`src/axil_pkg.sv`:
```
// AXI4-Lite channel widths and vector types
// Response code enum
// Master-to-slave and slave-to-master channel structs

package axil_pkg;

    // ========================================
    // Widths
    // ========================================
    localparam int AXIL_ADDR_W = 32;                 // Byte address
    localparam int AXIL_DATA_W = 32;                 // One word per beat
    localparam int AXIL_STRB_W = AXIL_DATA_W / 8;    // One strobe per byte lane

    typedef logic [AXIL_ADDR_W-1:0] axil_addr_t;
    typedef logic [AXIL_DATA_W-1:0] axil_data_t;
    typedef logic [AXIL_STRB_W-1:0] axil_strb_t;

    // BRESP / RRESP codes, EXOKAY and DECERR are never returned
    typedef enum logic [1:0] {
        RESP_OKAY   = 2'b00,
        RESP_SLVERR = 2'b10
    } axil_resp_e;

    // ========================================
    // Channel bundles
    // ========================================

    // Driven by the master
    typedef struct packed {
        logic       awvalid;
        axil_addr_t awaddr;
        logic       wvalid;
        axil_data_t wdata;
        axil_strb_t wstrb;
        logic       bready;
        logic       arvalid;
        axil_addr_t araddr;
        logic       rready;
    } axil_req_t;

    // Driven by the slave
    typedef struct packed {
        logic       awready;
        logic       wready;
        logic       bvalid;
        axil_resp_e bresp;
        logic       arready;
        logic       rvalid;
        axil_data_t rdata;
        axil_resp_e rresp;
    } axil_rsp_t;

endpackage

```
`src/mem_map_pkg.sv`:
```
// Memory-map widths for the region memories
// Access kind enum
// Memory request / response structs, per-region RAM request
// Access counter and count event structs

package mem_map_pkg;

    import axil_pkg::*;

    localparam int RAM_IDX_W = 16;    // Word index width toward a region RAM
    localparam int CNT_W     = 16;    // Width of each access counter

    // Kind of memory access
    typedef enum logic {
        ACC_READ  = 1'b0,
        ACC_WRITE = 1'b1
    } access_kind_e;

    // ========================================
    // Request path
    // ========================================

    // One access from the AXI slave FSM to the router
    typedef struct packed {
        logic         valid;    // Single-cycle strobe
        access_kind_e kind;
        axil_addr_t   addr;     // Byte address, low two bits ignored
        axil_data_t   wdata;
        axil_strb_t   wstrb;
    } mem_req_t;

    // Router answer, one cycle after the request
    typedef struct packed {
        logic       valid;
        logic       err;      // Address hit no region
        axil_data_t rdata;    // Zero on error
    } mem_rsp_t;

    // Request to a single region RAM
    typedef struct packed {
        logic                 en;
        logic                 we;
        logic [RAM_IDX_W-1:0] widx;    // Word index relative to the region base
        axil_data_t           wdata;
        axil_strb_t           wstrb;
    } ram_req_t;

    // ========================================
    // Counters
    // ========================================
    typedef struct packed {
        logic [CNT_W-1:0] reads;     // OKAY reads
        logic [CNT_W-1:0] writes;    // OKAY writes
        logic [CNT_W-1:0] errors;    // Decode errors of either kind
    } perf_t;

    // One completed access
    typedef struct packed {
        logic         valid;
        access_kind_e kind;
        logic         err;
    } count_evt_t;

endpackage

```
`src/region_router.sv`:
```
// Region address decoder
// Steers a memory request to region 0 or region 1 RAM,
// flags a decode error for the hole, and muxes read data back

`timescale 1ns/10ps

module region_router #(
    parameter axil_pkg::axil_addr_t REGION0_BASE = 32'h0000_0000,
    parameter int                   REGION0_AW   = 10,
    parameter axil_pkg::axil_addr_t REGION1_BASE = 32'h0000_1000,
    parameter int                   REGION1_AW   = 12
) (
    input  logic                  clk,
    input  logic                  rst_n,
    input  mem_map_pkg::mem_req_t mem_req_i,
    output mem_map_pkg::mem_rsp_t mem_rsp_o,
    output mem_map_pkg::ram_req_t ram0_req_o,
    output mem_map_pkg::ram_req_t ram1_req_o,
    input  axil_pkg::axil_data_t  ram0_rdata_i,
    input  axil_pkg::axil_data_t  ram1_rdata_i
);

    import axil_pkg::*;
    import mem_map_pkg::*;

    // Region ends, one bit wider so a top-of-map region cannot wrap
    localparam logic [AXIL_ADDR_W:0] WORD_BYTES  = 4;
    localparam logic [AXIL_ADDR_W:0] REGION0_END = {1'b0, REGION0_BASE}
                                                   + (WORD_BYTES << REGION0_AW);
    localparam logic [AXIL_ADDR_W:0] REGION1_END = {1'b0, REGION1_BASE}
                                                   + (WORD_BYTES << REGION1_AW);

    axil_addr_t word_addr;    // Byte address with the low two bits cleared
    axil_addr_t off0;
    axil_addr_t off1;
    logic       hit0;
    logic       hit1;

    logic valid_q;    // Response due this cycle
    logic sel1_q;     // Region 1 answered
    logic err_q;      // No region answered

    // ========================================
    // Decode
    // ========================================
    always_comb begin
        word_addr = {mem_req_i.addr[AXIL_ADDR_W-1:2], 2'b00};
        off0      = word_addr - REGION0_BASE;
        off1      = word_addr - REGION1_BASE;
        // Region 0 checked first
        hit0 = (word_addr >= REGION0_BASE) && ({1'b0, word_addr} < REGION0_END);
        hit1 = !hit0 && (word_addr >= REGION1_BASE)
               && ({1'b0, word_addr} < REGION1_END);
    end

    // RAM requests, enable only on a hit so the hole writes nothing
    always_comb begin
        ram0_req_o.en    = mem_req_i.valid && hit0;
        ram0_req_o.we    = (mem_req_i.kind == ACC_WRITE);
        ram0_req_o.widx  = off0[RAM_IDX_W+1:2];
        ram0_req_o.wdata = mem_req_i.wdata;
        ram0_req_o.wstrb = mem_req_i.wstrb;

        ram1_req_o.en    = mem_req_i.valid && hit1;
        ram1_req_o.we    = (mem_req_i.kind == ACC_WRITE);
        ram1_req_o.widx  = off1[RAM_IDX_W+1:2];
        ram1_req_o.wdata = mem_req_i.wdata;
        ram1_req_o.wstrb = mem_req_i.wstrb;
    end

    // ========================================
    // Response stage
    // ========================================
    always_ff @(posedge clk) begin
        if (rst_n)
            valid_q <= 1'b0;
        else
            valid_q <= mem_req_i.valid;
    end

    always_ff @(posedge clk) begin
        if (mem_req_i.valid) begin
            sel1_q <= hit1;
            err_q  <= !(hit0 || hit1);
        end
    end

    // RAM read word lands in the same cycle as valid_q
    always_comb begin
        mem_rsp_o.valid = valid_q;
        mem_rsp_o.err   = err_q;
        if (err_q)
            mem_rsp_o.rdata = '0;
        else if (sel1_q)
            mem_rsp_o.rdata = ram1_rdata_i;
        else
            mem_rsp_o.rdata = ram0_rdata_i;
    end

endmodule

```
`config.mk`:
```
export PLATFORM = sky130hd
export DESIGN_NAME = region_router
export DESIGN_NICKNAME = d
export VERILOG_FILES = /design/src/axil_pkg.sv /design/src/mem_map_pkg.sv /design/src/region_router.sv
export SDC_FILE = /design/constraint.sdc
export NUM_CORES = 1
export LEC_CHECK = 0
export BUFFER_PORTS_ARGS = -buffer_cell sky130_fd_sc_hd__buf_2
export CORE_AREA = 8 8 101 103
export DETAILED_ROUTE_END_ITERATION = 6
export DIE_AREA = 0 0 109 111
export HOLD_SLACK_MARGIN = 0.03
export PLACE_DENSITY = 0.66
export SLEW_MARGIN = 20
export SYNTH_ARGS = -nofsm -noshare
export SYNTH_HDL_FRONTEND = slang
export SYNTH_SLANG_ARGS = --single-unit
export TNS_END_PERCENT = 5
```
`constraint.sdc`:
```
create_clock -name clk -period 1.9 [get_ports clk]
set_input_delay 0.285 -clock clk [delete_from_list [all_inputs] [get_ports clk]]
set_output_delay 0.285 -clock clk [all_outputs]
set_load 0.005 [all_outputs]
```
==> summary.txt <==
Logic synthesis
  • Seq/Total Area, Yosys: 0.05324
  • Largest family of logic cells by synthesized area: buffers and inverters
  • Library cells used by synthesis: 21
  • Synth Area in Adders: 0.008319
  • Post-Syn Area: 1504 um2
  • Register bit total from synthesis: 3
  • Synthesized net count: 337
  • Post-Synthesis Cells: 200
  • Compound-Gate Fraction of Synth Area: 0.005824
  • Mux share of post-synthesis cell area: 0.2130
  • Post-synthesis xor/xnor area fraction: 0.02329
  • YS warnings: 0
  • Syn Area/Cell: 7.520 um2
  • Synthesized-area fraction occupied by and/or/nand/nor cells: 0.1489

Final layout
  • Final Cell Area: 1592 um2
  • N_diodes: 0
  • Commonest non-fill, non-tap cell in the layout: buf_2
  • P&R area growth vs syn: 5.824%
  • Fillcell total: 981
  • Share of post-route cells with drive strength above 1: 0.6250
  • Most frequent cells in the layout: 134 x buf_2, 34 x nor2_1, 32 x mux2i_1, 5 x inv_1
  • Layout net count: 370
  • Fin util: 0.1861

Global route
  • Vias in the first global route: 1412
  • Grt ovf: 0
  • GRT Util Overall: 0.07277
  • Antenna violations before repair: 0
  • Largest net degree at the start of global routing: 34
  • First-pass GRT wire length: 6941 um

Power
  • Logic pwr share: 0.532
  • Worst IR Drop VDD: 0.0002542 V
  • Clk pwr share: 0.330
  • Final Power: 0.5429 mW
  • Sw power: 0.1691 mW
  • Power Dens Cells: 341.1 nW/um2
  • Sequential share of power: 0.138
  • Static leakage: 0.9456 nW
  • Int Pwr: 0.3738 mW
  • Switching share of power: 0.3115

Place
  • Final GP Congestion: 0.7963
  • Dpl hpwl: 4424 um
  • Placed Area: 1540 um2
  • Worst slack at placement: -0.06006 ns
  • # port buffers: 134

STA
  • Max Transition Viols Final: 0
  • RSZ-0062 raised after global routing: false
  • Setup Viol. Count Final: 0
  • Normalized max-slew margin: 0.7722
  • Max Freq: 0.5722 GHz
  • Minimum clock period: 1.748 ns
  • Final WS setup: 0.1524 ns
  • Final period utilization: 0.9198
  • Worst-Margin Slew: 0.3410 ns
  • Final number of hold-violating endpoints: 0

CTS
  • Post-CTS Setup Inserts: 0
  • TritonCTS Buffers: 3
  • Clock Pin Slew Worst Setup and Hold Paths: 0.03 ns
  • TritonCTS clock tree: yes
  • Clock root cell: clkbuf_8
  • H-tree depth: 1
  • Maximum clock path buffer count: 2
  • Cts hold-fix bufs: 0
  • Clock sink total: 3

Detailed routing
  • DRT antenna net count: 0
  • First-pass DRT Iterations: 3
  • Vias per cell: 3.800
  • WL final: 5038 um
  • DRT iter0 DRCs: 68
  • Via count: 1292
  • WL/cell: 14.82 um
  • Detailed-route DRC error count: 0

Floorplan
  • Die Area: 12100 um2
  • Vert. Die Dim: 111 um
  • Total I/O pin count: 278
  • Initial Utilization: 0.1759
  • Core area: 8551 um2
  • Chip Width: 109 um
  • # rows: 34

Run
  • # Max-Cap Violations: 0

Worst setup path
  • Worst setup path class: in -> out
  • Startpoint types: input pin
  • CP max FO: 4
  • CP Data Required Time: 1.62 ns
  • WP data arrival: 1.46 ns
  • CP endpoint kind: primary output

Hold path
  • Worst hold path type: in -> reg
  • Hold path cells: 2

Run status
  • Outcome: finished, final reports clean
layer usage:
| metal | GRT usage | part of all wire | wire length [um] | vias to the layer above |
|---|---|---|---|---|
| li1 | - | - | - | 604 |
| met1 | 0.05685 | 0.31 | 1547 | 523 |
| met2 | 0.1214 | 0.43 | 2162 | 141 |
| met3 | 0.06163 | 0.23 | 1170 | 24 |
| met4 | 0.03836 | 0.031 | 158 | 0 |
| met5 | 0 | 0 | 0 | - |
metrics by stage:
step,TNS [ns],cells,hold slack (ns)
after floorplan,0,200,0.3517
after global placement,-0.07250,336,0.4674
after detailed placement,-0.06046,336,0.4546
after CTS,0,340,0.2312
after global routing,0,340,0.2468
final,0,340,0.2363
layout make-up:
cell class                      count  area (um2)  share of cell area
Clock buffer                        4       45.04             0.02830
Inverter                            5       18.77             0.01179
Multi-Input combinational cell     83       606.8              0.3813
Sequential cell                     3       80.08             0.05031
Tap cell                          108       135.1             0.08491
Timing Repair Buffer              137       705.7              0.4434
sequential cells by signal, indices dropped and copies added, names as in the netlist:
name and cells:
err_q 1, sel1_q 1, valid_q 1
Yosys cell counts (all sizes together):
cell type | n | area share
buf | 106 | 0.53
nor2 | 34 | 0.085
mux2i | 32 | 0.21
inv | 5 | 0.012
nor4 | 5 | 0.035
clkbuf | 3 | 0.0075
xor2 | 3 | 0.017
edfxtp | 2 | 0.040
nor3 | 2 | 0.010
a211o | 1 | 0.0058
dfxtp | 1 | 0.013
ha | 1 | 0.0083
nand2 | 1 | 0.0025
nand4 | 1 | 0.0042
nor3b | 1 | 0.0050
or3 | 1 | 0.0075
xnor2 | 1 | 0.0058
power groups by stage:
stage               Sequential (mW)  Clock, mW  Combinational [mW]
floorplan                    0.0758          0               0.287
global placement             0.0755          0               0.286
detailed placement           0.0759          0               0.293
CTS                          0.0751      0.185               0.295
global route                 0.0754      0.193               0.323
finish                       0.0749      0.179               0.289
worst max-delay path, stage by stage:
cell and delay, ns:
buf_2 0.10, nor4_1 0.30, buf_4 0.16, nand4_1 0.23, nor4_1 0.23, buf_2 0.16
logic make-up after synthesis:
logic type | count (synthesis)
XOR/XNOR | 4
AND/OR/NAND/NOR | 45
buffers and inverters | 114
adder cells (fa/ha/maj) | 1
multiplexers | 32
AO/OA/AOI/OAI | 1
flip-flops | 3
worst paths after layout:
path                     startpoint                 end  slack (ns)
worst max-delay path  mem_req_i[58]      ram1_req_o[53]        0.15
worst min-delay path          rst_n  valid_q$_SDFF_PP0_        0.24
repair_timing:
| action | 4_1_cts | 5_1_grt |
|---|---|---|
| endpoints found under the setup margin | 1 | 0 |
| gates resized for setup | 1 | 0 |
| endpoints found under the hold margin | 0 | 0 |
Power figures use the tool's default switching activity.
