`src/axil_pkg.sv`:
```
// AXI4-Lite channel widths and vector types
// Response code enum
// Master-to-slave and slave-to-master channel structs

package axil_pkg;

    // ========================================
    // Widths
    // ========================================
    localparam int AXIL_ADDR_W = 32;                 // Byte address
    localparam int AXIL_DATA_W = 32;                 // One word per beat
    localparam int AXIL_STRB_W = AXIL_DATA_W / 8;    // One strobe per byte lane

    typedef logic [AXIL_ADDR_W-1:0] axil_addr_t;
    typedef logic [AXIL_DATA_W-1:0] axil_data_t;
    typedef logic [AXIL_STRB_W-1:0] axil_strb_t;

    // BRESP / RRESP codes, EXOKAY and DECERR are never returned
    typedef enum logic [1:0] {
        RESP_OKAY   = 2'b00,
        RESP_SLVERR = 2'b10
    } axil_resp_e;

    // ========================================
    // Channel bundles
    // ========================================

    // Driven by the master
    typedef struct packed {
        logic       awvalid;
        axil_addr_t awaddr;
        logic       wvalid;
        axil_data_t wdata;
        axil_strb_t wstrb;
        logic       bready;
        logic       arvalid;
        axil_addr_t araddr;
        logic       rready;
    } axil_req_t;

    // Driven by the slave
    typedef struct packed {
        logic       awready;
        logic       wready;
        logic       bvalid;
        axil_resp_e bresp;
        logic       arready;
        logic       rvalid;
        axil_data_t rdata;
        axil_resp_e rresp;
    } axil_rsp_t;

endpackage

```
`src/mem_map_pkg.sv`:
```
// Memory-map widths for the region memories
// Access kind enum
// Memory request / response structs, per-region RAM request
// Access counter and count event structs

package mem_map_pkg;

    import axil_pkg::*;

    localparam int RAM_IDX_W = 16;    // Word index width toward a region RAM
    localparam int CNT_W     = 16;    // Width of each access counter

    // Kind of memory access
    typedef enum logic {
        ACC_READ  = 1'b0,
        ACC_WRITE = 1'b1
    } access_kind_e;

    // ========================================
    // Request path
    // ========================================

    // One access from the AXI slave FSM to the router
    typedef struct packed {
        logic         valid;    // Single-cycle strobe
        access_kind_e kind;
        axil_addr_t   addr;     // Byte address, low two bits ignored
        axil_data_t   wdata;
        axil_strb_t   wstrb;
    } mem_req_t;

    // Router answer, one cycle after the request
    typedef struct packed {
        logic       valid;
        logic       err;      // Address hit no region
        axil_data_t rdata;    // Zero on error
    } mem_rsp_t;

    // Request to a single region RAM
    typedef struct packed {
        logic                 en;
        logic                 we;
        logic [RAM_IDX_W-1:0] widx;    // Word index relative to the region base
        axil_data_t           wdata;
        axil_strb_t           wstrb;
    } ram_req_t;

    // ========================================
    // Counters
    // ========================================
    typedef struct packed {
        logic [CNT_W-1:0] reads;     // OKAY reads
        logic [CNT_W-1:0] writes;    // OKAY writes
        logic [CNT_W-1:0] errors;    // Decode errors of either kind
    } perf_t;

    // One completed access
    typedef struct packed {
        logic         valid;
        access_kind_e kind;
        logic         err;
    } count_evt_t;

endpackage

```
`src/access_counters.sv`:
```
// Saturating counters of completed reads, writes and decode errors
// One count event per finished transaction

`timescale 1ns/10ps

module access_counters (
    input  logic                    clk,
    input  logic                    rst_n,
    input  mem_map_pkg::count_evt_t count_evt_i,
    output mem_map_pkg::perf_t      perf_o
);

    import mem_map_pkg::*;

    perf_t perf_q;

    // Stick at all ones instead of wrapping
    function automatic logic [CNT_W-1:0] sat_inc(input logic [CNT_W-1:0] v);
        return (v == '1) ? v : v + 1'b1;
    endfunction

    always_ff @(posedge clk) begin
        if (rst_n) begin
            perf_q <= '0;
        end else if (count_evt_i.valid) begin
            if (count_evt_i.err)
                perf_q.errors <= sat_inc(perf_q.errors);    // Either kind
            else if (count_evt_i.kind == ACC_WRITE)
                perf_q.writes <= sat_inc(perf_q.writes);
            else
                perf_q.reads  <= sat_inc(perf_q.reads);
        end
    end

    assign perf_o = perf_q;

endmodule

```
`config.mk`:
```
export PLATFORM = sky130hd
export DESIGN_NAME = access_counters
export DESIGN_NICKNAME = d
export VERILOG_FILES = /design/src/axil_pkg.sv /design/src/mem_map_pkg.sv /design/src/access_counters.sv
export SDC_FILE = /design/constraint.sdc
export NUM_CORES = 1
export LEC_CHECK = 0
export BUFFER_PORTS_ARGS = -buffer_cell sky130_fd_sc_hd__buf_2
export CAP_MARGIN = 10
export CORE_MARGIN = 2
export CORE_UTILIZATION = 48
export DETAILED_ROUTE_END_ITERATION = 12
export GPL_TIMING_DRIVEN = 0
export PLACE_DENSITY = 0.86
export SLEW_MARGIN = 0
export SYNTH_ARGS = -nofsm -noshare
export SYNTH_HDL_FRONTEND = slang
export SYNTH_SLANG_ARGS = --single-unit
```
`constraint.sdc`:
```
create_clock -name clk -period 1.5 [get_ports clk]
set_input_delay 0.075 -clock clk [delete_from_list [all_inputs] [get_ports clk]]
set_output_delay 0.075 -clock clk [all_outputs]
set_load 0.02 [all_outputs]
```
==> results of run 1 <==
worst max-delay path, delay by kind of cell (launching register included):
kind / cells / cell delay (ps)
adder cells (fa/ha/maj): 1 / 140
flip-flops: 1 / 380
XOR/XNOR: 1 / 150
buffers and inverters: 1 / 190
AND/OR/NAND/NOR: 3 / 740
placed cells by master, fill, tap and decap left out, drive strengths merged, types with 12 or more instances in the layout:
cell	instances
nor2	47
buf	85
nand2	19
o21ai	12
xor2	16
nand4	15
nand3	14
dfxtp	48
clkbuf	13
xnor2	20
worst min-delay path by stage:
stage                     start          to  slack (ps)  depth (start not counted)
after detailed placement  rst_n  perf_o[45]         420                          3
final                     rst_n  perf_o[45]          90                          3
after global placement    rst_n  perf_o[36]         410                          4
after floorplan           rst_n  perf_o[36]         240                          3
after CTS                 rst_n  perf_o[45]          90                          3
after global routing      rst_n  perf_o[45]         100                          3
power breakdown:
group / internal (mW) / switching, mW / total, mW
combinational: 0.0423 / 0.0773 / 0.120
sequential: 1.25 / 0.0115 / 1.26
clock: 0.329 / 0.451 / 0.780
cell families (layout without fill, tap and decap cells):
group	after synthesis	count (layout)
buffers and inverters	13	102
xor gates and xnor gates	36	36
DFF	48	48
adders and majority gates	3	3
and+or+nand+nor	145	146
AOI/OAI and AO/OA	30	30
muxes	4	4
repair_timing:
action	in CTS	in global routing
setup endpoints to repair	36	46
pin swaps	26	47
resized for setup	24	52
gates cloned	2	0
setup buffers	15	15
cell type report:
type	instances	area, µm²	share of cell area
Inverter	3	11.3	0.00323
Timing Repair Buffer	82	503	0.144
Clock inverter	1	5.00	0.00144
Tap cell	67	83.8	0.0241
Clock buffer	7	76.3	0.0219
Sequential cell	48	1060	0.305
Buffer	9	51.3	0.0147
Multi-Input combinational cell	219	1690	0.485
layer usage:
metal,up-vias,part of all wire
li1,1171,-
met5,-,0
met1,1172,0.43
met4,0,0.019
met3,13,0.057
met2,98,0.49
per-stage QoR:
| stage | setup TNS (ps) | hold slack, ps |
|---|---|---|
| 6_report | -2960 | 92.6 |
| 5_1_grt | -6680 | 100 |
| 4_1_cts | -1500 | 91.1 |
| 3_5_place_dp | -4320 | 421 |
| 3_3_place_gp | -3200 | 405 |
| 2_1_floorplan | -1360 | 235 |
==> results.cfg, run 1 <==
[setup_path]
timing.critical_path.from = perf_o[1]
cp-end-kind = flip-flop
critical_path_arrival_ps = 1910
path_max_fanout = 3
timing.reg2reg.worst_path_depth = 6
worstPathCellList = ha_4 -> nand4_1 -> buf_4 -> or4b_4 -> xor2_1 -> nor2_1
timing.critical_path.to = perf_o[12]
timing.critical_path.required_ps = 1680
critPathSlowestCell = sky130_fd_sc_hd__or4b_4
worstReg2RegStart = perf_o[1]
crit_path_start_kind = flip-flop
timing_worst_setup_path_type = flip-flop to flip-flop
cp_slowest_stage_delay_ps = 500
r2r_slack_ps = -230
timing.rr.end = perf_o[12]

[layout]
finalCoreUtilization = 0.732
finish.net_count = 376
area_delta_synth_final_pct = 45.6
post_layout_nonfiller_instances = 436
largest_register_ffs = 48
finalInstanceArea_um2 = 3480
fill_cells = 356
layout-drive-gt1-share = 0.485
count_of_inserted_antenna_diode_cells = 0

[timing]
timing.final.crit_share = 1.15
finalSetupViolations = 39
final-hold-violation-count = 0
unrepaired_setup_endpoints_after_global_routing = yes
worstMarginPinSlew_ps = 527
least_setup_slack_across_all_paths_after_layout_ps = -230
timing.final.max_slew_violations = 0
fin_skew_ps = 7.91
maxClockFrequency_ghz = 0.578
timing.final.crit_period_ps = 1730
slew_headroom = 0.649

[global_routing]
grt_overflow_total = 0
pin_count_of_the_biggest_net_entering_global_routing = 15
number_of_global_route_vias_before_repair = 2147
grt.met1_usage = 0.298
grt_pass1_wl_mm = 10.2
initial_antenna_violation_count = 0
grt_most_used_layer = met2
grt.total_usage = 0.235
groute.layer.met2.usage = 0.392
met3_usage_grt = 0.0528

[clocking]
cts_sinks = 48
clk_transition_reported_paths_ps = 90
ctsRootBufferMaster = sky130_fd_sc_hd__clkbuf_8
hold_buffers = 0
cts_buffers = 5
maximum_root_to_sink_buffer_count = 2
cts_tree = done
htree_levels = 2
clock_insertion_delay_worst_skew_ps = 310

[floorplan]
floorplan.die.height_um = 74.6
core-area_um2 = 4750
chipWidth_um = 74.6
ios = 53
initial_utilization = 0.503
placement_rows = 25
dieArea_um2 = 5560

[synth]
synth_simple_gate_area_share = 0.331
synth.avg_cell_area_um2 = 8.57
asyncSetResetFlopFracSynth = 0
largest_family_of_logic_cells_by_synthesized_area = simple AND/OR/NAND/NOR gates
synth-main-ff-cell = sky130_fd_sc_hd__dfxtp_1
synth.top_cells.by_count = 48 x sky130_fd_sc_hd__dfxtp_1, 47 x sky130_fd_sc_hd__nor2_1, 20 x sky130_fd_sc_hd__xnor2_1, 19 x sky130_fd_sc_hd__nand2_1, 16 x sky130_fd_sc_hd__xor2_1
synth-compound-area-share = 0.0774
syn-cell-area_um2 = 2390
synthMuxAreaShare = 0.0173
ys.warnings.count = 0
synthCells = 279
synth_xor_area_frac = 0.132
ys_seq_area_frac = 0.402
synth_fa_ha_area_frac = 0.0157
yosysMostFrequentCell = sky130_fd_sc_hd__dfxtp_1
synth-seq-cells = 48
yosys-top-cells-area = sky130_fd_sc_hd__dfxtp_1 40%, sky130_fd_sc_hd__nor2_1 7.4%, sky130_fd_sc_hd__xnor2_1 7.3%, sky130_fd_sc_hd__xor2_1 5.9%, sky130_fd_sc_hd__nand4_1 3.4%
synth_top_area_share = 0.402
yosys.area.top_type = sky130_fd_sc_hd__dfxtp_1
synth.net_count = 287
synth_enable_flop_cells = 0
synth.distinct_cells = 45

[detailed_routing]
num_vias = 2454
initialDrtViolationCount = 127
viasPerCell = 5.63
drt_pre_antenna_iters = 9
drt_drc_violations_left = 1
ant_nets = 0
overall_routed_net_length_mm = 6.88
drt-wirelength-per-cell_um = 15.8

[power_and_ir_drop]
power.total_mw = 2.16
power.static_leakage_nw = 1.47
vdd_drop_max_v = 0.000428
pwr_density_cell_nw_per_um2 = 620

[placement]
routability_driven_placement_congestion_ratio = 0.891
buffer_ports.inserted = 51
placed_cells_incl_taps = 397
pre_cts_ws_ps = -315
detailed_place_hpwl_mm = 4.10
placedInstanceArea_um2 = 2860

[flow_run]
maxCapViolations = 0

[worst_hold_path]
holdCritPathClass = input pin to flip-flop

[outcome]
failing_checks = design-rule violations, negative setup slack
run_status = finished, violations left
Power figures use the tool's default switching activity.
==> run 2, diff against run 1 <==
--- a/config.mk
+++ b/config.mk
@@ -8,9 +8,10 @@
 export BUFFER_PORTS_ARGS = -buffer_cell sky130_fd_sc_hd__buf_2
 export CAP_MARGIN = 10
+export CORE_ASPECT_RATIO = 0.8
 export CORE_MARGIN = 2
-export CORE_UTILIZATION = 48
+export CORE_UTILIZATION = 40
 export DETAILED_ROUTE_END_ITERATION = 12
 export GPL_TIMING_DRIVEN = 0
-export PLACE_DENSITY = 0.86
+export PLACE_DENSITY = 0.75
 export SLEW_MARGIN = 0
 export SYNTH_ARGS = -nofsm -noshare
==> constraint.sdc (replaced) <==
create_clock -name clk -period 1.5 [get_ports clk]
set_input_delay 0.15 -clock clk [delete_from_list [all_inputs] [get_ports clk]]
set_output_delay 0.15 -clock clk [all_outputs]
set_load 0.02 [all_outputs]
==> run 2 against run 1 <==
Against the previous run:
- the run ends with negative setup slack left
- worst setup slack better by 140 ps
- sequential power hardly changed
- flip-flop and latch count unchanged
- non-clock buffer count rose by 3
- power up 0.89%
- largest cell class unchanged
==> results.cfg, run 2 (synthesized netlist as in run 1, its figures left out) <==
[layout]
mostFrequentLayoutCell = sky130_fd_sc_hd__buf_2
count_of_inserted_antenna_diode_cells = 0
finalInstanceArea_um2 = 3530
finalCoreUtilization = 0.603
layout-drive-gt1-share = 0.507
area_delta_synth_final_pct = 47.4
layout_common_cells = 52 x sky130_fd_sc_hd__buf_2, 45 x sky130_fd_sc_hd__nor2_1, 30 x sky130_fd_sc_hd__buf_4, 22 x sky130_fd_sc_hd__dfxtp_2, 21 x sky130_fd_sc_hd__dfxtp_4
finish.net_count = 378
area_used_by_sequential_logic_in_the_layout_um2 = 1070
multi_input_logic_area_um2 = 1680
largest_register_ffs = 48
fill_cells = 513

[clocking]
ctsRootBufferMaster = sky130_fd_sc_hd__clkbuf_8
hold_buffers = 0
cts_buffers = 5
clk_transition_reported_paths_ps = 90
maximum_root_to_sink_buffer_count = 2
cts_sinks = 48
htree_levels = 2
clock_insertion_delay_worst_skew_ps = 290
cts_tree = done

[setup_path]
timing.critical_path.required_ps = 1670
path_max_fanout = 4
timing_worst_setup_path_type = flip-flop to flip-flop
cp_slowest_stage_delay_ps = 370
critical_path_arrival_ps = 1770
most_used_cell_along_the_critical_path = sky130_fd_sc_hd__nor4_4
crit_path_start_kind = flip-flop
cp-end-kind = flip-flop
timing.reg2reg.worst_path_depth = 7
critPathSlowestCell = sky130_fd_sc_hd__dfxtp_4
worstPathCellList = ha_4 -> nand4_1 -> nor4_4 -> buf_4 -> nor4_4 -> xnor2_1 -> nor2_1

[outcome]
run_status = finished, violations left
failing_checks = negative setup slack

[timing]
slew_headroom = 0.623
least_setup_slack_across_all_paths_after_layout_ps = -92.1
maxClockFrequency_ghz = 0.628
timing.final.max_slew_violations = 0
final_layout_setup_total_negative_slack_ps = -1190
fin_worst_hold_slack_ps = 198
timing.final.crit_period_ps = 1590
worstMarginPinSlew_ps = 565
fin_skew_ps = 4.36
final-hold-violation-count = 0
timing.final.crit_share = 1.06
finalSetupViolations = 28
unrepaired_setup_endpoints_after_global_routing = yes

[detailed_routing]
viasPerCell = 5.32
drt_drc_violations_left = 0
num_vias = 2406
overall_routed_net_length_mm = 6.62
initialDrtViolationCount = 100
drt-wirelength-per-cell_um = 14.6
drt_pre_antenna_iters = 4
ant_nets = 0

[floorplan]
chipWidth_um = 90.5
core-area_um2 = 5850
initial_utilization = 0.409
dieArea_um2 = 6620
floorplan.die.height_um = 73.2
ios = 53
placement_rows = 25

[power_and_ir_drop]
p_int_mw = 1.66
clock_power_share = 0.367
combPwrFrac = 0.054
switching_share = 0.239
pwr_density_cell_nw_per_um2 = 617
power.static_leakage_nw = 1.44
p_switching_mw = 0.521
vdd_drop_max_v = 0.000363
seqPwrFrac = 0.578

[placement]
placedInstanceArea_um2 = 2880
pre_cts_ws_ps = -323
detailed_place_hpwl_mm = 4.17
routability_driven_placement_congestion_ratio = 0.865
buffer_ports.inserted = 51

[global_routing]
pin_count_of_the_biggest_net_entering_global_routing = 15
grt.total_usage = 0.180
grt_overflow_total = 0
grt_pass1_wl_mm = 9.63
number_of_global_route_vias_before_repair = 2063
initial_antenna_violation_count = 0

[worst_hold_path]
hold-path-cell-count = 4
holdCritPathClass = input pin to flip-flop

[flow_run]
maxCapViolations = 0
## run 2: cell count changes in the layout (fill, tap and decap cells not counted), moves of 3 or more
cell / before / now
sky130_fd_sc_hd__buf_4: 27 / 30
sky130_fd_sc_hd__dfxtp_2: 18 / 22
sky130_fd_sc_hd__dfxtp_1: 9 / 5
sky130_fd_sc_hd__a21oi_1: 5 / 8
sky130_fd_sc_hd__nand3_2: 1 / 5
## run 2: path summary, 6_finish.rpt
kind,from,endpoint,slack (ps)
min reg2reg,perf_o[15],perf_o[15],520
min,rst_n,perf_o[36],200
max reg2reg,perf_o[0],perf_o[9],-90
max,perf_o[0],perf_o[9],-90
## run 2: per-layer routing
| metal | wire length (µm) | vias up | global-route usage |
|---|---|---|---|
| li1 | - | 1176 | - |
| met1 | 3050 | 1155 | 0.238 |
| met2 | 3210 | 66 | 0.299 |
| met3 | 290 | 9 | 0.0424 |
| met4 | 69 | 0 | 0.0496 |
| met5 | 0 | - | 0 |
## run 2: power by group through the flow
stage | registers (mW) | clock network [mW] | logic [mW]
detailed placement | 1.30 | 0 | 0.0975
floorplan | 1.31 | 0 | 0.0529
finish | 1.26 | 0.800 | 0.118
global placement | 1.30 | 0 | 0.0929
CTS | 1.27 | 0.827 | 0.110
global route | 1.26 | 0.883 | 0.128
## run 2: repair_timing
item | in CTS | in global routing
buffers inserted | 16 | 14
pin swaps | 21 | 30
gates cloned | 1 | 2
endpoints found under the setup margin | 37 | 44
endpoints found under the hold margin | 0 | 0
gates resized for setup | 23 | 59
## run 2: through the flow
step	power [mW]	cells
5_1_grt	2.27	452
6_report	2.18	452
3_5_place_dp	1.40	411
4_1_cts	2.21	436
2_1_floorplan	1.36	279
3_3_place_gp	1.40	411
## run 2: cell type report
type / instances / share of cell area
Clock buffer: 6 / 0.0234
Inverter: 3 / 0.00319
Multi-Input combinational cell: 218 / 0.476
Sequential cell: 48 / 0.303
Buffer: 10 / 0.0167
Tap cell: 81 / 0.0287
Clock inverter: 2 / 0.00284
Timing Repair Buffer: 84 / 0.147
## run 2: critical path: cells and delay by family, from the launching register on
family	cells	cell delay, ps
xor+xnor	1	190
fa+ha+maj	1	140
buf+inv	1	210
flops	1	370
simple gates	4	550
