--- src/axil_pkg.sv ---
// AXI4-Lite channel widths and vector types
// Response code enum
// Master-to-slave and slave-to-master channel structs

package axil_pkg;

    // ========================================
    // Widths
    // ========================================
    localparam int AXIL_ADDR_W = 32;                 // Byte address
    localparam int AXIL_DATA_W = 32;                 // One word per beat
    localparam int AXIL_STRB_W = AXIL_DATA_W / 8;    // One strobe per byte lane

    typedef logic [AXIL_ADDR_W-1:0] axil_addr_t;
    typedef logic [AXIL_DATA_W-1:0] axil_data_t;
    typedef logic [AXIL_STRB_W-1:0] axil_strb_t;

    // BRESP / RRESP codes, EXOKAY and DECERR are never returned
    typedef enum logic [1:0] {
        RESP_OKAY   = 2'b00,
        RESP_SLVERR = 2'b10
    } axil_resp_e;

    // ========================================
    // Channel bundles
    // ========================================

    // Driven by the master
    typedef struct packed {
        logic       awvalid;
        axil_addr_t awaddr;
        logic       wvalid;
        axil_data_t wdata;
        axil_strb_t wstrb;
        logic       bready;
        logic       arvalid;
        axil_addr_t araddr;
        logic       rready;
    } axil_req_t;

    // Driven by the slave
    typedef struct packed {
        logic       awready;
        logic       wready;
        logic       bvalid;
        axil_resp_e bresp;
        logic       arready;
        logic       rvalid;
        axil_data_t rdata;
        axil_resp_e rresp;
    } axil_rsp_t;

endpackage

--- src/mem_map_pkg.sv ---
// Memory-map widths for the region memories
// Access kind enum
// Memory request / response structs, per-region RAM request
// Access counter and count event structs

package mem_map_pkg;

    import axil_pkg::*;

    localparam int RAM_IDX_W = 16;    // Word index width toward a region RAM
    localparam int CNT_W     = 16;    // Width of each access counter

    // Kind of memory access
    typedef enum logic {
        ACC_READ  = 1'b0,
        ACC_WRITE = 1'b1
    } access_kind_e;

    // ========================================
    // Request path
    // ========================================

    // One access from the AXI slave FSM to the router
    typedef struct packed {
        logic         valid;    // Single-cycle strobe
        access_kind_e kind;
        axil_addr_t   addr;     // Byte address, low two bits ignored
        axil_data_t   wdata;
        axil_strb_t   wstrb;
    } mem_req_t;

    // Router answer, one cycle after the request
    typedef struct packed {
        logic       valid;
        logic       err;      // Address hit no region
        axil_data_t rdata;    // Zero on error
    } mem_rsp_t;

    // Request to a single region RAM
    typedef struct packed {
        logic                 en;
        logic                 we;
        logic [RAM_IDX_W-1:0] widx;    // Word index relative to the region base
        axil_data_t           wdata;
        axil_strb_t           wstrb;
    } ram_req_t;

    // ========================================
    // Counters
    // ========================================
    typedef struct packed {
        logic [CNT_W-1:0] reads;     // OKAY reads
        logic [CNT_W-1:0] writes;    // OKAY writes
        logic [CNT_W-1:0] errors;    // Decode errors of either kind
    } perf_t;

    // One completed access
    typedef struct packed {
        logic         valid;
        access_kind_e kind;
        logic         err;
    } count_evt_t;

endpackage

--- src/axil_txn_fsm.sv ---
// AXI4-Lite slave state machine
// Accepts one read or write, issues one memory request,
// holds the B or R response until the master takes it
// and reports each completed access to the counters

`timescale 1ns/10ps

module axil_txn_fsm (
    input  logic                    clk,
    input  logic                    rst_n,
    input  axil_pkg::axil_req_t     axil_req_i,
    output axil_pkg::axil_rsp_t     axil_rsp_o,
    output mem_map_pkg::mem_req_t   mem_req_o,
    input  mem_map_pkg::mem_rsp_t   mem_rsp_i,
    output mem_map_pkg::count_evt_t count_evt_o
);

    import axil_pkg::*;
    import mem_map_pkg::*;

    typedef enum logic [2:0] {
        IDLE,      // Waiting for AR or AW+W
        ISSUE,     // Memory request on the bus
        WAIT,      // Router answering
        B_RESP,    // Write response held
        R_RESP     // Read response held
    } state_e;

    state_e state_q;

    // Control flops
    logic req_valid_q;
    logic bvalid_q;
    logic rvalid_q;
    logic evt_valid_q;

    // Captured transaction and response payload
    access_kind_e kind_q;
    axil_addr_t   addr_q;
    axil_data_t   wdata_q;
    axil_strb_t   wstrb_q;
    axil_data_t   rdata_q;
    axil_resp_e   resp_q;    // Shared by B and R, only one is ever open

    logic rd_acc;      // AR handshake this cycle
    logic wr_acc;      // AW and W handshake together this cycle
    logic rsp_take;    // Router response captured this cycle

    // ========================================
    // Acceptance
    // ========================================

    // A pending read wins over a pending write
    assign rd_acc = (state_q == IDLE) && axil_req_i.arvalid;
    assign wr_acc = (state_q == IDLE) && !axil_req_i.arvalid
                    && axil_req_i.awvalid && axil_req_i.wvalid;

    assign rsp_take = (state_q == WAIT) && mem_rsp_i.valid;

    // ========================================
    // State and control
    // ========================================
    always_ff @(posedge clk) begin
        if (rst_n) begin
            state_q     <= IDLE;
            req_valid_q <= 1'b0;
            bvalid_q    <= 1'b0;
            rvalid_q    <= 1'b0;
            evt_valid_q <= 1'b0;
        end else begin
            req_valid_q <= 1'b0;    // Strobes last one cycle
            evt_valid_q <= 1'b0;
            case (state_q)
                IDLE: begin
                    if (rd_acc || wr_acc) begin
                        req_valid_q <= 1'b1;
                        state_q     <= ISSUE;
                    end
                end
                ISSUE: state_q <= WAIT;    // Router samples the request here
                WAIT: begin
                    if (rsp_take) begin
                        evt_valid_q <= 1'b1;    // Count on capture, not on handshake
                        if (kind_q == ACC_WRITE) begin
                            bvalid_q <= 1'b1;
                            state_q  <= B_RESP;
                        end else begin
                            rvalid_q <= 1'b1;
                            state_q  <= R_RESP;
                        end
                    end
                end
                B_RESP: begin
                    if (axil_req_i.bready) begin
                        bvalid_q <= 1'b0;
                        state_q  <= IDLE;
                    end
                end
                R_RESP: begin
                    if (axil_req_i.rready) begin
                        rvalid_q <= 1'b0;
                        state_q  <= IDLE;
                    end
                end
                default: state_q <= IDLE;
            endcase
        end
    end

    // Payload capture
    always_ff @(posedge clk) begin
        if (rd_acc) begin
            kind_q  <= ACC_READ;
            addr_q  <= axil_req_i.araddr;
            wdata_q <= '0;
            wstrb_q <= '0;
        end else if (wr_acc) begin
            kind_q  <= ACC_WRITE;
            addr_q  <= axil_req_i.awaddr;
            wdata_q <= axil_req_i.wdata;
            wstrb_q <= axil_req_i.wstrb;
        end
        if (rsp_take) begin
            resp_q <= mem_rsp_i.err ? RESP_SLVERR : RESP_OKAY;
            if (kind_q == ACC_READ)
                rdata_q <= mem_rsp_i.rdata;    // Already zero on decode error
        end
    end

    // ========================================
    // Outputs
    // ========================================
    always_comb begin
        axil_rsp_o.awready = wr_acc;    // AW and W ready in the same cycle
        axil_rsp_o.wready  = wr_acc;
        axil_rsp_o.arready = rd_acc;
        axil_rsp_o.bvalid  = bvalid_q;
        axil_rsp_o.bresp   = resp_q;
        axil_rsp_o.rvalid  = rvalid_q;
        axil_rsp_o.rdata   = rdata_q;
        axil_rsp_o.rresp   = resp_q;
    end

    always_comb begin
        mem_req_o.valid = req_valid_q;
        mem_req_o.kind  = kind_q;
        mem_req_o.addr  = addr_q;
        mem_req_o.wdata = wdata_q;
        mem_req_o.wstrb = wstrb_q;
    end

    always_comb begin
        count_evt_o.valid = evt_valid_q;
        count_evt_o.kind  = kind_q;
        count_evt_o.err   = (resp_q == RESP_SLVERR);
    end

endmodule

--- config.mk ---
export PLATFORM = sky130hd
export DESIGN_NAME = axil_txn_fsm
export DESIGN_NICKNAME = d
export VERILOG_FILES = /design/src/axil_pkg.sv /design/src/mem_map_pkg.sv /design/src/axil_txn_fsm.sv
export SDC_FILE = /design/constraint.sdc
export NUM_CORES = 1
export LEC_CHECK = 0
export ABC_CLOCK_PERIOD_IN_PS = 3100
export BUFFER_PORTS_ARGS = -buffer_cell sky130_fd_sc_hd__buf_2
export CORE_MARGIN = 2
export CORE_UTILIZATION = 44
export CTS_CLUSTER_DIAMETER = 30
export DETAILED_ROUTE_END_ITERATION = 10
export GPL_ROUTABILITY_DRIVEN = 0
export PLACE_DENSITY = 0.85
export SYNTH_ARGS = -nofsm -noshare
export SYNTH_HDL_FRONTEND = slang
export SYNTH_SLANG_ARGS = --single-unit
--- constraint.sdc ---
create_clock -name clk -period 3.1 [get_ports clk]
set_input_delay 0.155 -clock clk [delete_from_list [all_inputs] [get_ports clk]]
set_output_delay 0.155 -clock clk [all_outputs]
set_load 0.01 [all_outputs]
==> results of run 1 <==
## worst register-to-register path, cell delays in order (launching register included)
cell and delay (ps):
dfxtp_1 410, or4b_4 950, mux2_4 550
## power groups by stage
stage | Clock, uW | Combinational [uW] | Sequential (uW)
floorplan | 0 | 291 | 1830
global placement | 0 | 562 | 1770
detailed placement | 0 | 587 | 1770
CTS | 919 | 644 | 1740
global route | 977 | 695 | 1760
finish | 904 | 648 | 1750
## logic make-up after synthesis
family,after synthesis
flops,109
simple gates,58
mux,68
other cells,1
compound gates,10
buf+inv,68
## worst max-delay path by stage
stage	to	cells past startpoint	from	slack, ps
after CTS	axil_rsp_o[40]	4	state_q[2]	750
after global routing	axil_rsp_o[39]	4	state_q[2]	650
final	axil_rsp_o[39]	4	state_q[2]	770
after detailed placement	addr_q[11]	2	state_q[2]	1020
after global placement	addr_q[22]	2	state_q[2]	1080
after floorplan	addr_q[0]	3	state_q[2]	490
## layout make-up
cell class / count / share of cell area
timing repair buffer: 312 / 0.2889
antenna: 1 / 0.0003904
tap: 133 / 0.02596
clock buffer: 9 / 0.01932
inverter: 40 / 0.02342
clock inverter: 7 / 0.01288
sequential: 109 / 0.4419
multi-input combinational: 138 / 0.1872
## cell usage after synthesis (2+ instances only)
cell and count:
nand2_1 40, nand2b_1 2, nor3_1 5, inv_1 40, edfxtp_1 65, buf_6 9
nor2_1 4, clkbuf_1 4, mux2_4 32, buf_4 14, mux2i_1 36, dfxtp_1 44
a21oi_1 2
## through the flow
stage          instances  setup WS, ps  total power, uW  utilization  instance area, um^2
5_1_grt              749         647.8             3430       0.6588                 6410
4_1_cts              748         747.6             3305       0.6586                 6407
3_3_place_gp         676          1080             2330       0.5797                 5640
6_report             749         766.9             3298       0.6588                 6410
3_5_place_dp         676          1016             2361       0.5797                 5640
2_1_floorplan        315         491.7             2126            -                 4398
## registers in the layout, indices dropped and copies added (netlist names)
register and cells:
addr_q 32, rdata_q 32, wdata_q 32, wstrb_q 4, state_q 3, bvalid_q 1, evt_valid_q 1, kind_q 1
req_valid_q 1, resp_q 1, rvalid_q 1
## layer usage
| metal | track usage | share of wire | up-vias | wire [um] |
|---|---|---|---|---|
| li1 | - | - | 1637 | - |
| met1 | 0.2189 | 0.35 | 1654 | 4291 |
| met2 | 0.4220 | 0.55 | 182 | 6663 |
| met3 | 0.05388 | 0.065 | 32 | 793 |
| met4 | 0.1197 | 0.034 | 0 | 409 |
| met5 | 0 | 0 | - | 0 |
==> summary.md, run 1 <==
| Metric | Value |
|---|---|
| Die area | 10800 um^2 |
| Max-Cap Viols | 0 |
| Starting density of the core | 0.4516 |
| Most used DFF post-synth | edfxtp_1 |
| Clk slew on worst S/H paths | 110 ps |
| Max Slew Vio Count | 0 |
| Die H | 103.9 um |
| Relative slew margins | 0.3216 |
| H-tree lvl count | 3 |
| Final hold vios | 0 |
| Synth Area in Compound Gates | 0.01651 |
| Critical-path top delay cell | buf_4 |
| Max Freq | 428.6 MHz |
| GRT Total Usage | 0.2216 |
| Die Span X | 103.9 um |
| DR WL/cell | 16.23 um |
| Mean number of vias per cell | 4.680 |
| Crit start category | flip-flop |
| CTS sink cnt | 109 |
| Post-synthesis mux area share | 0.1913 |
| Post-synth top area share | 0.4442 |
| Final #Nets | 751 |
| Largest family of logic cells by synthesized area | multiplexers |
| Cells after synthesis | 314 |
| DRT antenna net count | 0 |
| Max stage delay on crit path | 530 ps |
| Critical Path AT | 2180 ps |
| Commonest non-fill, non-tap cell in the layout | buf_2 |
| Clock Skews | 9.946 ps |
| PortBufs | 252 |
| Drt drc | 0 |
| Final setup vio count | 0 |
| Hold path startpoint | axil_req_i[54] |
| Clock network power share | 0.274 |
| Hold Path Cell Cnt | 3 |
| Sequential Area | 2833 um^2 |
| CTS Root Cell | clkbuf_8 |
| Sw Ratio | 0.2694 |
| Flop pwr share | 0.529 |
| Part of the cycle the worst path needs | 0.7526 |
| RSZ-0062 raised after global routing | no |
| Synth Area in XOR/XNOR | 0 |
| Drt total wl | 12160 um |
| Crit. End Element | output pin |
| Area of the multi-input gates | 1200 um^2 |
| Worst R2R Path Depth | 2 |
| Total gr overflow | 0 |
| First-pass GRT wire length | 18530 um |
| Comb power frac | 0.196 |
| DP Wirelength | 7747 um |
| Worst IR Drop VDD | 0.0002750 V |
| Worst Hold Class | in -> reg |
| Leak pwr | 0.003074 uW |
| Antenna violations before repair | 1 |
| Critical path type | reg -> out |
| Largest net degree at the start of global routing | 71 |
| Reg2reg end | addr_q[0] |
| Setup slack, reg-to-reg | 950 ps |
| P_sw | 888.6 uW |
| Crit path time final | 2333 ps |
| Post-synthesis adder-cell area fraction | 0 |
| CORE AREA | 9729 um^2 |
| Hold slack final | 20.96 ps |
| Fillers | 694 |
| Setup repair bufs after CTS | 0 |
| Min-Delay Endpoint | wdata_q[15] |
| Pwr/cell area | 514.5 nW/um^2 |
| Cts hold-fix bufs | 56 |
| Top Family by Delay on Critical Path | buffers and inverters |
| Crit Path Max Fanout | 39 |
| CTS Buffer Depth | 2 |
| EDFF count, synth | 65 |
| Internal Pwr Total | 2410 uW |
| Syn Std Cell Area | 4394 um^2 |
| Area Overhead vs Synth | 45.87% |
| Synth Warn # | 0 |
| Commonest non-fill, non-tap cells in the layout | buf_2, edfxtp_1, dlygate4sd3_1 |
| Worst Path Buf+Inv | 2 |
| TritonCTS clock tree | done |
| Vias in the first global route | 3635 |
| Setup TNS | 0 ps |
| Share of cells above drive strength 1 | 0.5041 |
| Ys async rst share | 0 |
| Area contributors post-synth | edfxtp_1, dfxtp_1, mux2_4, mux2i_1, inv_1 |
| Total vias in the final route | 3505 |
| Least-Margin Pin Slew | 1018 ps |
| Total CTS buffers | 9 |
| Iteration-0 DRC count of the detailed router | 268 |
| Register bit total from synthesis | 109 |
| Worst skew pair latency | 370 ps |
| Status | completed |
| Required time worst endpoint | 2940 ps |
| Dominant cell type by area after synthesis | edfxtp_1 |
| TritonRoute pass-1 iters | 5 |
| Unique masters post-synth | 30 |
| CP Cell Sequence | or3_4 -> nor3_4 -> buf_4 -> buf_2 |
| FF-to-FF Start | state_q[2] |
| Seq/Total Area, Yosys | 0.6446 |
| IO Pins | 255 |
| Post-cts sizing count | 0 |
| Mapped Avg Cell Area | 13.99 um^2 |
| Simple-gate share of the synthesized area | 0.06093 |
| Row cnt | 36 |
(Power assumes the default switching activity.)
==> run 2, diff against run 1 <==
Settings changed: ABC_AREA set to 1, ABC_CLOCK_PERIOD_IN_PS 3100 to 2100, CORE_UTILIZATION 44 to 39, PLACE_DENSITY 0.85 to 0.82.
Clock period 3.1 ns to 2.1 ns, I/O delays scaled along.
==> run 2 against run 1 <==
  * Combinational power increased to 4.3 times the previous value
  * Via count grew 20%
  * Critical path depth grew 4
  * Routed wire length is 11% higher
  * Synthesized cell count is 27% higher
  * Count of clock-buffer cells in the layout grew 1
  * Clock skew down 1.9 ps
  * First-iteration DRC count down 1.5%
  * Synthesized area fell by 5.2%
  * Final cell count grew 18%
  * Die area grew 6.7%
  * Non-clock buffer count is 50 higher
  * Largest power group unchanged
==> summary.md, run 2 <==
| Metric | Value |
|---|---|
| Status | completed (unchanged) |
| Vias in the first global route | 4236 (was 3635) |
| Ys async rst share | 0 (unchanged) |
| Clock Skews | 8.038 ps (was 9.946 ps) |
| GRT Total Usage | 0.2253 (was 0.2216) |
| CORE AREA | 10370 um^2 (was 9729 um^2) |
| Setup TNS | 0 ps (unchanged) |
| Total power | 7394 uW (was 3298 uW) |
| Die area | 11520 um^2 (was 10800 um^2) |
| Sw Ratio | 0.3561 (was 0.2694) |
| H-tree lvl count | 3 (unchanged) |
| Pwr/cell area | 1111 nW/um^2 (was 514.5 nW/um^2) |
| Commonest non-fill, non-tap cell in the layout | buf_2 (unchanged) |
| Die H | 107.3 um (was 103.9 um) |
| Area Overhead vs Synth | 59.84% (was 45.87%) |
| Crit path time final | 1983 ps |
| CTS sink cnt | 109 (unchanged) |
| Critical Path AT | 2100 ps (was 2180 ps) |
| Comb power frac | 0.375 (was 0.196) |
| Drt drc | 0 (unchanged) |
| Max-Cap Viols | 0 (unchanged) |
| Syn Std Cell Area | 4165 um^2 (was 4394 um^2) |
| RSZ-0062 raised after global routing | no (unchanged) |
| Leak pwr | 0.003277 uW (was 0.003074 uW) |
| Final #Nets | 884 (was 751) |
| Required time worst endpoint | 2220 ps (was 2940 ps) |
| Post-cts sizing count | 0 (unchanged) |
| CTS Buffer Depth | 2 (unchanged) |
| Commonest non-fill, non-tap cells in the layout | buf_2, nand2_1, dlygate4sd3_1 (was buf_2, edfxtp_1, dlygate4sd3_1) |
| Post-layout util | 0.6420 (was 0.6588) |
| Seq/Total Area, Yosys | 0.6801 (was 0.6446) |
| Mapped Avg Cell Area | 10.41 um^2 (was 13.99 um^2) |
| Diodes inserted | 0 (was 1) |
| Largest registers | addr_q (32), rdata_q (32), wdata_q (32) (unchanged) |
| Worst skew pair latency | 370 ps (about the same) |
| Max Freq | 504.3 MHz |
| Crit. End Element | flip-flop (was output pin) |
| Count leader, synth | nand2_1 (was edfxtp_1) |
| Internal Pwr Total | 4761 uW (was 2410 uW) |
| Worst IR Drop VDD | 0.0006877 V (was 0.0002750 V) |
| EDFF count, synth | 65 (unchanged) |
| Clk slew on worst S/H paths | 100 ps (was 110 ps) |
| Most used DFF post-synth | edfxtp_1 (unchanged) |
| P_sw | 2633 uW (was 888.6 uW) |
| Starting density of the core | 0.4017 (was 0.4516) |
| Crit Path Max Fanout | 32 (was 39) |
| Crit start category | flip-flop (unchanged) |
| Total CTS buffers | 9 (unchanged) |
| IO Pins | 255 (unchanged) |
| Post-synth top area share | 0.4686 (was 0.4442) |
| PortBufs | 252 (unchanged) |
| Die Span X | 107.3 um (was 103.9 um) |
| Critical path type | reg -> reg (was reg -> out) |
| DR WL/cell | 15.24 um (was 16.23 um) |
| Register bit total from synthesis | 109 (unchanged) |
| TritonCTS clock tree | done (unchanged) |
| Total gr overflow | 0 (unchanged) |
| Flop pwr share | 0.451 (was 0.529) |
| Area contributors post-synth | edfxtp_1, dfxtp_1, nand2_1, nor2_1, o21ai_0 (was edfxtp_1, dfxtp_1, mux2_4, mux2i_1, inv_1) |
| Synth cell count leaders | nand2_1, nor2_1, edfxtp_1, dfxtp_1, o21ai_0 (was edfxtp_1, dfxtp_1, inv_1, nand2_1, mux2i_1) |
| Synth Warn # | 0 (unchanged) |
| Antenna violations before repair | 0 (was 1) |
| DRT antenna net count | 0 (unchanged) |
| Row cnt | 37 (was 36) |
| CTS Root Cell | clkbuf_8 (unchanged) |
| DP Wirelength | 7883 um (was 7747 um) |
| Max Slew Vio Count | 0 (unchanged) |
| Fillers | 775 (was 694) |
| Part of the cycle the worst path needs | 0.9442 |
| First-pass GRT wire length | 19820 um (was 18530 um) |
| Final setup vio count | 0 (unchanged) |
| Mean number of vias per cell | 4.757 (was 4.680) |
| Worst Hold Class | in -> reg (unchanged) |
| TritonRoute pass-1 iters | 5 (unchanged) |
| Share of cells above drive strength 1 | 0.3810 (was 0.5041) |
| Drt total wl | 13470 um (was 12160 um) |
| Clock network power share | 0.174 (was 0.274) |
| Largest net degree at the start of global routing | 65 (was 71) |
| Cells after synthesis | 400 (was 314) |
| Final hold vios | 0 (unchanged) |
| Iteration-0 DRC count of the detailed router | 264 (was 268) |
| Total vias in the final route | 4205 (was 3505) |
| Dominant cell type by area after synthesis | edfxtp_1 (unchanged) |
| Unique masters post-synth | 22 (was 30) |
-- run 2: cell types whose count changed in the layout (fill, tap and decap cells not counted), sizes merged, moves of 4 or more --
| cell | previous run | this run |
|---|---|---|
| buf | 256 | 261 |
| dlygate4sd3 | 56 | 100 |
| inv | 43 | 14 |
| mux2 | 32 | 0 |
| mux2i | 36 | 0 |
| nand2 | 40 | 110 |
| nand3 | 1 | 7 |
| nor2 | 4 | 87 |
| nor3 | 6 | 2 |
| o21ai | 1 | 37 |
-- run 2: stage by stage --
stage	hold slack (ps)	area, um^2	setup slack (ps)	cells
finish	13.37	6658	117.2	884
global route	5.279	6658	20.07	884
CTS	0.8135	6618	99.87	881
detailed placement	283.7	5421	475.3	765
global placement	282.1	5421	529.2	765
floorplan	174.1	4169	85.85	401
-- run 2: cells by family (layout without fill, tap and decap cells) --
kind of cell / after synthesis / count (layout) / synth area share
AO/OA/AOI/OAI: 42 / 42 / 0.05107
buffers and inverters: 41 / 388 / 0.06759
flip-flops: 109 / 109 / 0.6801
other: 1 / 2 / 0.0009003
AND/OR/NAND/NOR: 207 / 207 / 0.2004
-- run 2: final cells by class --
class                      count  area (um^2)  area share
multi-input combinational    251         1055      0.1584
inverter                      10        37.54    0.005638
clock inverter                 6        67.56     0.01015
sequential                   109         2833      0.4255
tap                          136        170.2     0.02556
clock buffer                  10        127.6     0.01917
timing repair buffer         362         2367      0.3556
-- run 2: worst paths after layout --
| path | endpoint | start | slack, ps | cells past startpoint |
|---|---|---|---|---|
| worst max-delay path | addr_q[12] | state_q[0] | 120 | 8 |
| worst min-delay path | addr_q[23] | axil_req_i[95] | 10 | 3 |
| worst max register to register | addr_q[12] | state_q[0] | 120 | 8 |
| worst min register to register | wdata_q[20] | wdata_q[20] | 510 | 2 |
-- run 2: power by group through the flow --
stage / logic [uW] / clock network, uW / registers, uW
after floorplan: 1150 / 0 / 3670
after global placement: 2350 / 0 / 3340
after CTS: 2650 / 1310 / 3320
final: 2770 / 1280 / 3340
after global routing: 3050 / 1390 / 3390
after detailed placement: 2420 / 0 / 3360
-- run 2: what timing repair did --
item                                    in CTS  in global routing
setup buffers                                0                  2
endpoints found under the setup margin       0                  5
endpoints found under the hold margin       91                  0
hold buffers                               100                  0
-- run 2: metal layers --
metal  global-route usage  wire, um  up-vias
met2               0.4213      7138      244
met5                    0         0        -
met1               0.2142      4586     1924
met4               0.1511       697        0
li1                     -         -     1975
met3              0.05751      1049       62
-- run 2: critical path: stages, from the launching register on --
cell and delay [ps]:
dfxtp_1 370, nor2_4 180, nand2_4 100, nor2_8 90, inv_2 90, buf_12 170, nand2_1 80, nand2_1 60
dlygate4sd3_1 570
